`src/tester_config.svh`:
```
`ifndef TESTER_CONFIG_SVH
`define TESTER_CONFIG_SVH

// Register bus geometry
`define TESTER_DATA_BITS 8
`define TESTER_ADDR_BITS 14
`define TESTER_OFFSET_BITS 12

// Board resources
`define TESTER_ANALOG_COUNT 4
`define TESTER_SAMPLE_BITS 12
`define TESTER_DIGITAL_ID_COUNT 3

`define TESTER_VERSION 32'h0000_0001

// Values reported in the configuration-info bytes
`define TESTER_IO_PHYSICAL 16
`define TESTER_IO_LOGICAL_PER_BANK 8
`define TESTER_IO_BANKS 2

`endif

```
`src/tester_regs_pkg.sv`:
```
`default_nettype none

`include "tester_config.svh"

package tester_regs_pkg;

    typedef logic [`TESTER_DATA_BITS-1:0] data_t;
    typedef logic [`TESTER_ADDR_BITS-1:0] addr_t;
    typedef logic [`TESTER_OFFSET_BITS-1:0] offset_t;

    // Top two address bits pick the block, other codes are unmapped
    typedef enum logic [1:0] {
        BLK_CONTROL = 2'd0,
        BLK_SYS     = 2'd2
    } blk_sel_e;

    typedef enum logic [`TESTER_OFFSET_BITS-1:0] {
        CTRL_ID0  = 12'h000,
        CTRL_ID1  = 12'h001,
        CTRL_ID2  = 12'h002,
        CTRL_ID3  = 12'h003,
        CTRL_VER0 = 12'h010,
        CTRL_HWID = 12'h014,
        CTRL_INFO = 12'h020
    } ctrl_reg_e;

    // Reset register is write-only and sits under the first ID byte
    localparam ctrl_reg_e CTRL_RESET = CTRL_ID0;

    typedef enum logic [`TESTER_OFFSET_BITS-1:0] {
        SYS_PWM_EN     = 12'hC01,
        SYS_PWM_PERIOD = 12'hC02,
        SYS_PWM_HIGH   = 12'hC06,
        SYS_MUX_MEAS   = 12'hC0A,
        SYS_SAMPLES    = 12'hC0C,
        SYS_CYCLES     = 12'hC10,
        SYS_SNAPSHOT   = 12'hC18,
        SYS_SAMPLE_ADC = 12'hC19,
        SYS_ANIN_BASE  = 12'hC30
    } sys_reg_e;

endpackage

`default_nettype wire

```
`src/tester_meas_pkg.sv`:
```
`default_nettype none

package tester_meas_pkg;

    // ADC results are kept zero-extended to 16 bits
    typedef logic [15:0] meas_t;
    typedef logic [63:0] sum_t;

    typedef logic [31:0] samples_t;
    typedef logic [63:0] cycles_t;

    typedef logic [31:0] pwm_word_t;

endpackage

`default_nettype wire

```
`src/apb_block_decode.sv`:
```
`timescale 1ns/1ps
`default_nettype none

module apb_block_decode
    import tester_regs_pkg::*;
(
    input  logic     i_psel,
    input  blk_sel_e i_blk,
    input  data_t    i_ctrl_prdata,
    input  data_t    i_sys_prdata,
    output logic     o_ctrl_sel,
    output logic     o_sys_sel,
    output data_t    o_prdata
);

    assign o_ctrl_sel = i_psel && (i_blk == BLK_CONTROL);
    assign o_sys_sel = i_psel && (i_blk == BLK_SYS);

    // Slaves register their read byte, the address is stable over the access cycle
    always_comb begin
        case (i_blk)
            BLK_CONTROL: o_prdata = i_ctrl_prdata;
            BLK_SYS:     o_prdata = i_sys_prdata;
            default:     o_prdata = '0;
        endcase
    end

endmodule

`default_nettype wire

```
`src/tester_control_regs.sv`:
```
`timescale 1ns/1ps
`default_nettype none

`include "tester_config.svh"

module tester_control_regs
    import tester_regs_pkg::*;
(
    input  logic    clk,
    input  logic    rst,
    input  logic    i_sel,
    input  logic    i_penable,
    input  logic    i_pwrite,
    input  offset_t i_offset,
    input  data_t   i_pwdata,
    input  logic    i_reset_btn_n,
    input  logic [`TESTER_DIGITAL_ID_COUNT-1:0] i_digital_id,
    output data_t   o_prdata,
    output logic    o_reset_req,
    output logic    o_reprogram_req,
    output logic    o_reset_peripherals
);

    localparam logic [31:0] VERSION_WORD = `TESTER_VERSION;
    localparam int DB = `TESTER_DATA_BITS;

    logic reset_req_q;
    data_t rd_next;

    // Button is active low and requests a reset on its own
    assign o_reset_req = reset_req_q || !i_reset_btn_n;

    always_comb begin
        case (i_offset)
            CTRL_ID0:      rd_next = "m";
            CTRL_ID1:      rd_next = "b";
            CTRL_ID2:      rd_next = "e";
            CTRL_ID3:      rd_next = "d";
            CTRL_VER0:     rd_next = VERSION_WORD[0*DB +: DB];
            CTRL_VER0 + 1: rd_next = VERSION_WORD[1*DB +: DB];
            CTRL_VER0 + 2: rd_next = VERSION_WORD[2*DB +: DB];
            CTRL_VER0 + 3: rd_next = VERSION_WORD[3*DB +: DB];
            CTRL_HWID:     rd_next = data_t'(i_digital_id);
            CTRL_INFO:     rd_next = data_t'(`TESTER_IO_PHYSICAL);
            CTRL_INFO + 1: rd_next = data_t'(`TESTER_IO_LOGICAL_PER_BANK);
            CTRL_INFO + 2: rd_next = data_t'(`TESTER_IO_BANKS);
            default:       rd_next = '0;
        endcase
    end

    always_ff @(posedge clk) begin
        if (rst) begin
            o_prdata <= '0;
            reset_req_q <= 1'b0;
            o_reprogram_req <= 1'b0;
            o_reset_peripherals <= 1'b0;
        end else begin
            o_reset_peripherals <= 1'b0;
            // Bit 0 pulses the peripheral reset, bits 1 and 2 are held levels
            if (i_sel && i_penable && i_pwrite && (i_offset == CTRL_RESET)) begin
                {o_reprogram_req, reset_req_q, o_reset_peripherals} <= i_pwdata[2:0];
            end
            if (i_sel && !i_pwrite) begin
                o_prdata <= rd_next;
            end
        end
    end

endmodule

`default_nettype wire

```
`src/sys_regs.sv`:
```
`timescale 1ns/1ps
`default_nettype none

`include "tester_config.svh"

module sys_regs
    import tester_regs_pkg::*;
    import tester_meas_pkg::*;
(
    input  logic      clk,
    input  logic      rst,
    input  logic      i_sel,
    input  logic      i_penable,
    input  logic      i_pwrite,
    input  offset_t   i_offset,
    input  data_t     i_pwdata,
    output data_t     o_prdata,
    output logic      o_pwm_enable,
    output pwm_word_t o_pwm_period,
    output pwm_word_t o_pwm_high,
    output logic      o_sample_adc,
    input  meas_t     i_mux_sync,
    input  meas_t [`TESTER_ANALOG_COUNT-1:0] i_anin_sync,
    input  samples_t  i_samples,
    input  cycles_t   i_cycles,
    input  sum_t [`TESTER_ANALOG_COUNT-1:0] i_sums
);

    localparam int DB = `TESTER_DATA_BITS;
    localparam int MEAS_BYTES = $bits(meas_t) / DB;
    localparam int SUM_BYTES = $bits(sum_t) / DB;
    // Each channel holds its measurement bytes followed by its sum
    localparam int ANIN_STRIDE = MEAS_BYTES + SUM_BYTES;

    logic wr_en;
    logic snap_pending;
    data_t rd_next;

    meas_t snap_mux;
    meas_t [`TESTER_ANALOG_COUNT-1:0] snap_anin;
    samples_t snap_samples;
    cycles_t snap_cycles;
    sum_t [`TESTER_ANALOG_COUNT-1:0] snap_sums;

    assign wr_en = i_sel && i_penable && i_pwrite;

    always_ff @(posedge clk) begin
        if (rst) begin
            o_prdata <= '0;
            o_pwm_enable <= 1'b0;
            o_pwm_period <= '0;
            o_pwm_high <= '0;
            o_sample_adc <= 1'b0;
            snap_pending <= 1'b0;
            snap_mux <= '0;
            snap_anin <= '0;
            snap_samples <= '0;
            snap_cycles <= '0;
            snap_sums <= '0;
        end else begin
            if (snap_pending) begin
                snap_mux <= i_mux_sync;
                snap_anin <= i_anin_sync;
                snap_samples <= i_samples;
                snap_cycles <= i_cycles;
                snap_sums <= i_sums;
                snap_pending <= 1'b0;
            end
            if (wr_en) begin
                if (i_offset == SYS_PWM_EN) o_pwm_enable <= i_pwdata[0];
                if (i_offset == SYS_SNAPSHOT) snap_pending <= i_pwdata[0];
                if (i_offset == SYS_SAMPLE_ADC) o_sample_adc <= i_pwdata[0];
                for (int k = 0; k < 4; k++) begin
                    if (i_offset == offset_t'(SYS_PWM_PERIOD + k)) begin
                        o_pwm_period[k*DB +: DB] <= i_pwdata;
                    end
                    if (i_offset == offset_t'(SYS_PWM_HIGH + k)) begin
                        o_pwm_high[k*DB +: DB] <= i_pwdata;
                    end
                end
            end
            if (i_sel && !i_pwrite) begin
                o_prdata <= rd_next;
            end
        end
    end

    // Little-endian byte view of every readable register
    always_comb begin
        rd_next = '0;
        if (i_offset == SYS_PWM_EN) rd_next = data_t'(o_pwm_enable);
        if (i_offset == SYS_SAMPLE_ADC) rd_next = data_t'(o_sample_adc);
        for (int k = 0; k < 4; k++) begin
            if (i_offset == offset_t'(SYS_PWM_PERIOD + k)) rd_next = o_pwm_period[k*DB +: DB];
            if (i_offset == offset_t'(SYS_PWM_HIGH + k)) rd_next = o_pwm_high[k*DB +: DB];
            if (i_offset == offset_t'(SYS_SAMPLES + k)) rd_next = snap_samples[k*DB +: DB];
        end
        for (int k = 0; k < MEAS_BYTES; k++) begin
            if (i_offset == offset_t'(SYS_MUX_MEAS + k)) rd_next = snap_mux[k*DB +: DB];
        end
        for (int k = 0; k < 8; k++) begin
            if (i_offset == offset_t'(SYS_CYCLES + k)) rd_next = snap_cycles[k*DB +: DB];
        end
        for (int ch = 0; ch < `TESTER_ANALOG_COUNT; ch++) begin
            for (int j = 0; j < MEAS_BYTES; j++) begin
                if (i_offset == offset_t'(SYS_ANIN_BASE + ch * ANIN_STRIDE + j)) begin
                    rd_next = snap_anin[ch][j*DB +: DB];
                end
            end
            for (int j = 0; j < SUM_BYTES; j++) begin
                if (i_offset == offset_t'(SYS_ANIN_BASE + ch * ANIN_STRIDE + MEAS_BYTES + j)) begin
                    rd_next = snap_sums[ch][j*DB +: DB];
                end
            end
        end
    end

endmodule

`default_nettype wire

```
`src/pwm_generator.sv`:
```
`timescale 1ns/1ps
`default_nettype none

module pwm_generator
    import tester_meas_pkg::*;
(
    input  logic      clk,
    input  logic      rst,
    input  logic      i_enable,
    input  pwm_word_t i_period,
    input  pwm_word_t i_high,
    output logic      o_pwm_val,
    output logic      o_pwm_drive
);

    pwm_word_t count;

    // Counts 0..period inclusive, so one period lasts period+1 cycles
    always_ff @(posedge clk) begin
        if (rst || !i_enable) begin
            count <= '0;
        end else if (count < i_period) begin
            count <= count + 1'b1;
        end else begin
            count <= '0;
        end
    end

    assign o_pwm_drive = i_enable;
    assign o_pwm_val = i_enable && (count < i_high);

endmodule

`default_nettype wire

```
`src/adc_accumulator.sv`:
```
`timescale 1ns/1ps
`default_nettype none

`include "tester_config.svh"

module adc_accumulator
    import tester_meas_pkg::*;
(
    input  logic     clk,
    input  logic     rst,
    input  logic     i_sample_adc,
    input  logic [`TESTER_SAMPLE_BITS-1:0] i_mux_meas,
    input  logic     i_mux_updated,
    input  logic [`TESTER_ANALOG_COUNT*`TESTER_SAMPLE_BITS-1:0] i_anin_meas,
    input  logic [`TESTER_ANALOG_COUNT-1:0] i_anin_updated,
    output meas_t    o_mux_sync,
    output meas_t [`TESTER_ANALOG_COUNT-1:0] o_anin_sync,
    output samples_t o_samples,
    output cycles_t  o_cycles,
    output sum_t [`TESTER_ANALOG_COUNT-1:0] o_sums
);

    localparam int SB = `TESTER_SAMPLE_BITS;
    // One sequence is the mux channel plus every ANIN channel
    localparam int SEQ_LEN = `TESTER_ANALOG_COUNT + 1;
    localparam int CONV_BITS = $clog2(SEQ_LEN + 1);

    logic any_update;
    logic [CONV_BITS-1:0] conv_count;
    logic [CONV_BITS-1:0] conv_next;

    meas_t mux_meas;
    meas_t [`TESTER_ANALOG_COUNT-1:0] anin_meas;

    assign any_update = i_mux_updated || (|i_anin_updated);
    assign conv_next = conv_count + CONV_BITS'(any_update);

    always_ff @(posedge clk) begin
        if (rst) begin
            conv_count <= '0;
            mux_meas <= '0;
            anin_meas <= '0;
            o_mux_sync <= '0;
            o_anin_sync <= '0;
            o_samples <= '0;
            o_cycles <= '0;
            o_sums <= '0;
        end else if (i_sample_adc) begin
            o_cycles <= o_cycles + 1'b1;
            if (i_mux_updated) begin
                mux_meas <= meas_t'(i_mux_meas);
            end
            for (int i = 0; i < `TESTER_ANALOG_COUNT; i++) begin
                if (i_anin_updated[i]) begin
                    anin_meas[i] <= meas_t'(i_anin_meas[i*SB +: SB]);
                    o_sums[i] <= o_sums[i] + sum_t'(i_anin_meas[i*SB +: SB]);
                end
            end
            // End of a sequence, sync copies take the values stored before this cycle
            if (conv_next == CONV_BITS'(SEQ_LEN)) begin
                conv_count <= '0;
                o_samples <= o_samples + 1'b1;
                o_mux_sync <= mux_meas;
                o_anin_sync <= anin_meas;
            end else begin
                conv_count <= conv_next;
            end
        end
    end

endmodule

`default_nettype wire

```
`src/mbed_tester_top.sv`:
```
`timescale 1ns/1ps
`default_nettype none

`include "tester_config.svh"

module mbed_tester_top
    import tester_regs_pkg::*;
    import tester_meas_pkg::*;
(
    input  logic clk,
    input  logic rst,

    input  logic  i_psel,
    input  logic  i_penable,
    input  logic  i_pwrite,
    input  addr_t i_paddr,
    input  data_t i_pwdata,
    output data_t o_prdata,

    input  logic i_reset_btn_n,
    input  logic [`TESTER_DIGITAL_ID_COUNT-1:0] i_digital_id,

    output logic o_reset_req,
    output logic o_reprogram_req,
    output logic o_reset_peripherals,
    output logic o_pwm_val,
    output logic o_pwm_drive,
    output logic o_sample_adc,

    input  logic [`TESTER_SAMPLE_BITS-1:0] i_mux_meas,
    input  logic i_mux_updated,
    input  logic [`TESTER_ANALOG_COUNT*`TESTER_SAMPLE_BITS-1:0] i_anin_meas,
    input  logic [`TESTER_ANALOG_COUNT-1:0] i_anin_updated
);

    blk_sel_e blk;
    offset_t offset;

    logic ctrl_sel;
    logic sys_sel;
    data_t ctrl_prdata;
    data_t sys_prdata;

    logic pwm_enable;
    pwm_word_t pwm_period;
    pwm_word_t pwm_high;

    meas_t mux_sync;
    meas_t [`TESTER_ANALOG_COUNT-1:0] anin_sync;
    samples_t samples;
    cycles_t cycles;
    sum_t [`TESTER_ANALOG_COUNT-1:0] sums;

    assign blk = blk_sel_e'(i_paddr[`TESTER_ADDR_BITS-1:`TESTER_OFFSET_BITS]);
    assign offset = i_paddr[`TESTER_OFFSET_BITS-1:0];

    apb_block_decode u_decode (
        .i_psel(i_psel),
        .i_blk(blk),
        .i_ctrl_prdata(ctrl_prdata),
        .i_sys_prdata(sys_prdata),
        .o_ctrl_sel(ctrl_sel),
        .o_sys_sel(sys_sel),
        .o_prdata(o_prdata)
    );

    tester_control_regs u_control (
        .clk(clk),
        .rst(rst),
        .i_sel(ctrl_sel),
        .i_penable(i_penable),
        .i_pwrite(i_pwrite),
        .i_offset(offset),
        .i_pwdata(i_pwdata),
        .i_reset_btn_n(i_reset_btn_n),
        .i_digital_id(i_digital_id),
        .o_prdata(ctrl_prdata),
        .o_reset_req(o_reset_req),
        .o_reprogram_req(o_reprogram_req),
        .o_reset_peripherals(o_reset_peripherals)
    );

    sys_regs u_sys (
        .clk(clk),
        .rst(rst),
        .i_sel(sys_sel),
        .i_penable(i_penable),
        .i_pwrite(i_pwrite),
        .i_offset(offset),
        .i_pwdata(i_pwdata),
        .o_prdata(sys_prdata),
        .o_pwm_enable(pwm_enable),
        .o_pwm_period(pwm_period),
        .o_pwm_high(pwm_high),
        .o_sample_adc(o_sample_adc),
        .i_mux_sync(mux_sync),
        .i_anin_sync(anin_sync),
        .i_samples(samples),
        .i_cycles(cycles),
        .i_sums(sums)
    );

    pwm_generator u_pwm (
        .clk(clk),
        .rst(rst),
        .i_enable(pwm_enable),
        .i_period(pwm_period),
        .i_high(pwm_high),
        .o_pwm_val(o_pwm_val),
        .o_pwm_drive(o_pwm_drive)
    );

    adc_accumulator u_adc (
        .clk(clk),
        .rst(rst),
        .i_sample_adc(o_sample_adc),
        .i_mux_meas(i_mux_meas),
        .i_mux_updated(i_mux_updated),
        .i_anin_meas(i_anin_meas),
        .i_anin_updated(i_anin_updated),
        .o_mux_sync(mux_sync),
        .o_anin_sync(anin_sync),
        .o_samples(samples),
        .o_cycles(cycles),
        .o_sums(sums)
    );

endmodule

`default_nettype wire

```
`config.mk`:
```
export PLATFORM = sky130hd
export DESIGN_NAME = mbed_tester_top
export DESIGN_NICKNAME = d
export VERILOG_FILES = /design/src/tester_regs_pkg.sv /design/src/tester_meas_pkg.sv /design/src/apb_block_decode.sv /design/src/tester_control_regs.sv /design/src/sys_regs.sv /design/src/pwm_generator.sv /design/src/adc_accumulator.sv /design/src/mbed_tester_top.sv
export VERILOG_INCLUDE_DIRS = /design/src /design/src/src
export SDC_FILE = /design/constraint.sdc
export NUM_CORES = 2
export LEC_CHECK = 0
export BUFFER_PORTS_ARGS = -buffer_cell sky130_fd_sc_hd__clkbuf_2
export CAP_MARGIN = 20
export CORE_UTILIZATION = 30
export CTS_CLUSTER_DIAMETER = 60
export DETAILED_ROUTE_END_ITERATION = 7
export GPL_ROUTABILITY_DRIVEN = 0
export GPL_TIMING_DRIVEN = 0
export PLACE_DENSITY = 0.43
export SLEW_MARGIN = 20
export SYNTH_ARGS = -nofsm -noshare
export SYNTH_HDL_FRONTEND = slang
export SYNTH_SLANG_ARGS = --single-unit
export TNS_END_PERCENT = 50
```
`constraint.sdc`:
```
create_clock -name clk -period 3.5 [get_ports clk]
set_input_delay 0.175 -clock clk [delete_from_list [all_inputs] [get_ports clk]]
set_output_delay 0.175 -clock clk [all_outputs]
set_load 0.02 [all_outputs]
```
After elaboration in Yosys (flattened, before gate mapping):

Cells that the tools add are included.

* $add $sub $neg: 8
* magnitude comparators: 2
* equal/unequal tests: 75
* multiplexer cells: 67
* bitwise operators: 4
* reduce and logical (&&, ||, !) cells: 38

Operators by type and width (count)
* 12-bit == test (second input constant): 65
* 8-bit 2-to-1 mux: 62
* 64-bit by 12-bit adder with 64-bit output: 4
* 32-bit by 1-bit adder with 32-bit output (second input constant): 2
* 64-bit by 1-bit adder with 64-bit output (second input constant): 1
* 32-bit less-than comparator: 2
* 7-bit one-hot mux with 9 select lines: 1
* 12-bit by 6-bit == test with 1-bit output (second input constant): 3
* 2-bit AND reduction: 16
* 12-bit by 2-bit == test with 1-bit output (second input constant): 2
* 12-bit by 5-bit == test with 1-bit output (second input constant): 2
* 8-bit one-hot mux with 2 select lines: 1
* 12-bit by 1-bit == test with 1-bit output (second input constant): 1
* 12-bit logical NOT: 1
* 1-bit logical AND: 10
* 1-bit inverter: 4
* 2-bit OR reduction: 2
* 4-bit OR reduction: 1
* 3-bit by 1-bit adder with 3-bit output: 1
* 3-bit == test (second input constant): 1
* 1-bit logical NOT: 3
* 1-bit logical OR: 3
* 3-bit 2-to-1 mux: 1
* 3-bit OR reduction: 1
* other kinds (3): 4

* register bits: 1005
* input bits: 96
* output and inout port bits: 14
* logic and storage cells: 239

Longest topological paths before layout:

* depth in word-level cells: 65
* gate-level depth with buffers: 13
* gate-level depth less buffers: 12

Modules after synthesis:

A second synthesis with hierarchy kept.

* cell total of the unflattened synthesis: 6037
* area, all modules: 50328.3 um2

By module, submodules not included
* sys_regs: instances 1, cells each 2780, area each 23950.5 um2, sequential area each 10149.7 um2
* adc_accumulator: instances 1, cells each 2805, area each 22731.8 um2, sequential area each 9509.1 um2
* pwm_generator: instances 1, cells each 371, area each 3012.9 um2, sequential area each 640.6 um2
* tester_control_regs: instances 1, cells each 61, area each 486.7 um2, sequential area each 180.2 um2
* apb_block_decode: instances 1, cells each 20, area each 146.4 um2, sequential area each 0.0 um2

Worst setup path before layout:

OpenSTA, ideal clock, no wires.

* kind: flip-flop to flip-flop
* from: reg u_sys.o_sample_adc
* to: reg u_adc.o_sums[175] (netlist name)
* arrival: 2.890 ns
* setup slack: 0.483 ns
* stages on the path, launching flop included: 14
* path buffers: 4
* period minus slack after synthesis: 3.017 ns
* path through: dfxtp_1 buf_4 and2_1 buf_4 o211ai_2 nor4_2 nand4_2 or3_1 clkbuf_2 or4_4 buf_6 nor3_1 xnor2_1 nor2_1

* word-level cells in the longest chain between the ends: 1

RTL lines
* start: declaration: RTL line sys_regs.sv:21 `output logic o_sample_adc,`
* start signal: assignment: RTL line sys_regs.sv:72 `if (i_offset == SYS_SAMPLE_ADC) o_sample_adc <= i_pwdata[0];`
* 2-bit AND reduction (no line)
* end signal: indexed assignment: RTL line adc_accumulator.sv:56 `o_sums[i] <= o_sums[i] + sum_t'(i_anin_meas[i*SB +: SB]);`
* end: declaration: RTL line adc_accumulator.sv:20 `` output sum_t [`TESTER_ANALOG_COUNT-1:0] o_sums ``

No other way between the ends.
A chain may end at the register's enable or synchronous reset.

Worst setup path after layout:

* from: in i_paddr[8]
* to: reg u_sys.o_prdata[5]

* word-level cells in the longest chain between the ends: 63

RTL lines
* start: declaration: RTL line mbed_tester_top.sv:16 `input addr_t i_paddr,`
* 12-bit == test: RTL line sys_regs.sv:94 `if (i_offset == offset_t'(SYS_PWM_PERIOD + k)) rd_next = o_pwm_period[k*DB +: DB];`
* 8-bit 2-to-1 mux: RTL line sys_regs.sv:94
* 8-bit 2-to-1 mux: RTL line sys_regs.sv:95 `if (i_offset == offset_t'(SYS_PWM_HIGH + k)) rd_next = o_pwm_high[k*DB +: DB];`
* 8-bit 2-to-1 mux: RTL line sys_regs.sv:96 `if (i_offset == offset_t'(SYS_SAMPLES + k)) rd_next = snap_samples[k*DB +: DB];`
* 8-bit 2-to-1 mux: RTL line sys_regs.sv:94
* 8-bit 2-to-1 mux: RTL line sys_regs.sv:95
* 8-bit 2-to-1 mux: RTL line sys_regs.sv:96
* 8-bit 2-to-1 mux: RTL line sys_regs.sv:94
* [... 17 more ...]
* 8-bit 2-to-1 mux (8 in a row): RTL line sys_regs.sv:111 `if (i_offset == offset_t'(SYS_ANIN_BASE + ch * ANIN_STRIDE + MEAS_BYTES + j)) begin`
* 8-bit 2-to-1 mux (2 in a row): RTL line sys_regs.sv:106 `if (i_offset == offset_t'(SYS_ANIN_BASE + ch * ANIN_STRIDE + j)) begin`
* 8-bit 2-to-1 mux (8 in a row): RTL line sys_regs.sv:111
* 8-bit 2-to-1 mux (2 in a row): RTL line sys_regs.sv:106
* 8-bit 2-to-1 mux (8 in a row): RTL line sys_regs.sv:111
* 8-bit 2-to-1 mux (2 in a row): RTL line sys_regs.sv:106
* 8-bit 2-to-1 mux (7 in a row): RTL line sys_regs.sv:111
* 8-bit 2-to-1 mux (*): RTL line sys_regs.sv:111
* end signal: assignment: RTL line sys_regs.sv:83 `o_prdata <= rd_next;`
* end: declaration: RTL line sys_regs.sv:17 `output data_t o_prdata,`

Mark *: on every way between the ends. The rest lies on a longest branch, timed or not.

==> flow_metrics.tcl <==
set metrics [dict create \
    final_cell_mix "1001 x sky130_fd_sc_hd__dfxtp_1, 925 x sky130_fd_sc_hd__nor2_1, 693 x sky130_fd_sc_hd__nand2_1" \
    worst-endpoint-arrival_ps 4570 \
    boundaryPins 110 \
    postSynthNetCount 6012 \
    clk_root_buffer_cell "sky130_fd_sc_hd__clkbuf_16" \
    required_ps 4230 \
    tns_ps -1380 \
    final_non_filler_cell_total 8289 \
    layout.cells.most_common "sky130_fd_sc_hd__dfxtp_1" \
    tritoncts "built" \
    worst-setup-path-type "primary input to register" \
    rows 146 \
    route.detailed.drc 0 \
    timing.critical_path.to "u_sys.o_prdata[5]" \
    seq_area_frac_synth 0.418 \
    reg2regPathDepth 5 \
    r2r_start "u_sys.snap_pending" \
    numCtsBuffers 119 \
    drt-wirelength-per-cell_um 26.3 \
    reg2reg_slack_ps 60 \
    dp_hpwl_um 167000 \
    routed_metal_1_wirelength_um 96000 \
    tightestPinTransition_ps 1320 \
    wl_um 218000 \
    grt_start_max_net_pins 20 \
    hold_viol 0 \
    topRoutingLayerUsed "met5" \
    vdd_drop_max_uv 413 \
    area_delta_synth_final_pct 18.4 \
    dr.first_iter.drc_count 4567 \
    avgSynthCellArea_um2 8.28 \
    grt_setup_unrepaired "yes" \
    remaining_max_slew_budget_at_the_tightest_pin 0.118 \
    worstSetupStartpointType "primary input" \
    synth_top_family_by_area "simple AND/OR/NAND/NOR gates" \
    grt_antenna_before_repair 14 \
    netlist.area_leader.share 0.418 \
    wl_met3_um 20100 \
    synth-async-reset-ratio 0 \
    total_die_area_um2 162000 \
    regToRegEndpoint "u_sys.snap_anin[9]" \
    insertion_delay_ps 800 \
    grt_pass1_vias 42900 \
    multi_input_comb_area_um2 26500 \
    place.port_buffers 100 \
    synthCells 5797 \
    synth_largest_area_cell "sky130_fd_sc_hd__dfxtp_1" \
    htree_levels 3 \
    synth_xor_xnor_area_share 0.0518 \
    clock_sink_count 1003 \
    finalSetupViolations 8 \
    crit_path_launch "i_paddr[8]" \
    cts.clk_slew.worst_paths_ps 50 \
    ff_latch_area_um2 20100 \
    synth.area.mux_share 0.101 \
    result_of_the_run "finished, violations left" \
    mappedNetlistArea_um2 48000 \
    maxClockFrequency_mhz 260 \
    synth_enable_flop_cells 0 \
    leakage_nw 19.2 \
    synthTopCellsByArea "sky130_fd_sc_hd__dfxtp_1 42%, sky130_fd_sc_hd__mux2i_1 9.7%, sky130_fd_sc_hd__nor2_1 7.3%" \
    met2_wl_post_dr_um 91500 \
    final.setup_skew_ps 45.8 \
    avgViaCountPerCell 5.47 \
    place.detailed.instances 7983 \
    setup_ws_ps -340 \
    placeableCoreArea_um2 159000 \
    drive_gt1_frac 0.0825 \
    power.density_nw_per_um2 451 \
    dr_total_vias 45300 \
    globalRoute.totalOverflow 0 \
    ys_types 91 \
    worst_hold_path_type "primary input to register" \
    critical_path_peak_fanout 10 \
    finalNetCount 6325 \
    synth-simple-area-share 0.225 \
    adder_cell_fraction_of_synth_area 0.0317 \
    total_iterations_of_the_first_detailed_routing_run 6 \
    nFillCells 16600 \
    grt_pass1_wl_um 311000 \
    ant_nets 0 \
    violations "setup timing" \
    min_period_ps 3840 \
    max_root_sink_buffers 3 \
    groute.usage.overall 0.262 \
    post-route-period-util 1.10 \
    postSynthRegisterBits 1003 \
    max-cap-violations 0 \
    timing.final.max_slew_violations 0 \
    most_frequently_used_flop_master_after_synthesis "sky130_fd_sc_hd__dfxtp_1" \
    critPathCaptureType "register" \
    floorplan.initialDensity 0.303 \
    height_of_the_die_um 402 \
    fp.dieW_um 402 \
    synth_compound_area_frac 0.132 \
    yosysWarnings 0 \
]
==> worst min-delay path by stage <==
stage / cells past startpoint / slack (ps) / to / from
after CTS: 5 / 20 / u_adc.o_sums[70] / i_anin_updated[1]
final: 5 / 60 / u_adc.o_sums[70] / i_anin_updated[1]
after global routing: 5 / 80 / u_adc.o_sums[70] / i_anin_updated[1]
after detailed placement: 3 / 410 / u_adc.mux_meas[4] / i_mux_meas[4]
after global placement: 3 / 410 / u_adc.mux_meas[6] / i_mux_meas[6]
after floorplan: 2 / 310 / u_adc.anin_meas[0] / i_anin_meas[0]
==> layer usage <==
layer,global-route usage,vias up
li1,-,20800
met1,0.352,22000
met2,0.392,1964
met3,0.0718,540
met4,0.113,15
met5,0,-
==> final cells by class <==
type	instances	area share
Multi-Input combinational cell	4303	0.466
Sequential cell	1003	0.353
Clock buffer	168	0.0608
Tap cell	2072	0.0456
Timing Repair Buffer	195	0.0269
Buffer	337	0.0254
Clock inverter	51	0.0115
Inverter	151	0.0100
Antenna cell	9	0.000396
==> kinds of logic after synthesis <==
kind of cell    after synthesis
xor+xnor                    284
flops                      1003
buf+inv                     491
fa+ha+maj                   119
mux                         484
simple gates               2385
compound gates             1031
==> through the flow <==
stage	setup slack (ps)	instance area (µm²)	total power, mW	util	hold WS (ps)
2_1_floorplan	483	48000	12.1	-	311
3_3_place_gp	-2250	51100	12.7	0.322	414
3_5_place_dp	-1820	51400	12.7	0.324	414
4_1_cts	2.51	56600	25.8	0.357	16.2
5_1_grt	-136	56800	26.4	0.358	76.1
6_report	-340	56800	25.6	0.358	61.1
==> worst max-delay path, cell delays in order <==
cell                        delay [ps]
sky130_fd_sc_hd__clkbuf_2          120
sky130_fd_sc_hd__nand4bb_1         490
sky130_fd_sc_hd__buf_2             420
sky130_fd_sc_hd__clkbuf_2          370
sky130_fd_sc_hd__nor3_2            660
sky130_fd_sc_hd__nand2_1           160
sky130_fd_sc_hd__a221o_1           450
sky130_fd_sc_hd__a211oi_4          410
sky130_fd_sc_hd__o221ai_1          260
sky130_fd_sc_hd__a31oi_1           460
sky130_fd_sc_hd__o21ai_0           370
sky130_fd_sc_hd__a21oi_1           210
==> where the power goes <==
part | internal [mW] | total [mW] | switching, mW | leakage (nW)
combinational | 0.271 | 1.16 | 0.888 | 9.09
clock | 7.69 | 13.1 | 5.37 | 2.03
sequential | 11.4 | 11.4 | 0.000686 | 8.07
total | 19.4 | 25.6 | 6.26 | 19.2
==> sequential cells by signal, indices dropped and copies added, names as in the netlist, 3 cells and up <==
name and cells:
u_sys.snap_sums 256, u_sys.o_pwm_high 32, u_sys.snap_anin 48, u_adc.o_mux_sync 12
u_pwm.count 32, u_adc.conv_count 3, u_sys.o_pwm_period 32, u_adc.o_sums 256
u_adc.o_cycles 64, u_adc.o_samples 32, u_control.o_prdata 6, u_sys.o_prdata 8
u_sys.snap_mux 12, u_sys.snap_cycles 64, u_adc.mux_meas 12, u_adc.o_anin_sync 48
u_sys.snap_samples 32, u_adc.anin_meas 48
==> what timing repair did <==
item / in CTS / in global routing
hold buffers: 72 / 0
endpoints found under the setup margin: 106 / 91
gates cloned: 0 / 0
setup buffers: 5 / 4
pin swaps: 2 / 6
resized for setup: 85 / 80
endpoints found under the hold margin: 151 / 0
==> cells in the mapped netlist, drive strengths merged, types with 13 or more instances <==
cell and count:
nor2 931, nor3b 13, and3 79, a31oi 22, o221ai 13, nor3 106, a21oi 419, xor2 164
a22oi 33, mux2 17, o211ai 17, nand3 191, o21ai 203, o2111ai 25, xnor2 120, nand4 87
nor2b 40, o22ai 41, dfxtp 1003, mux2i 467, inv 149, and4 27, o21a 16, nand2b 21
and2 27, nor4 45, a211oi 54, or4 14, nand2 694, a21o 39, a2111oi 17, clkbuf 269
a221oi 17, or3 68, buf 71, ha 115
No activity file was read; power rests on OpenSTA's default activity.
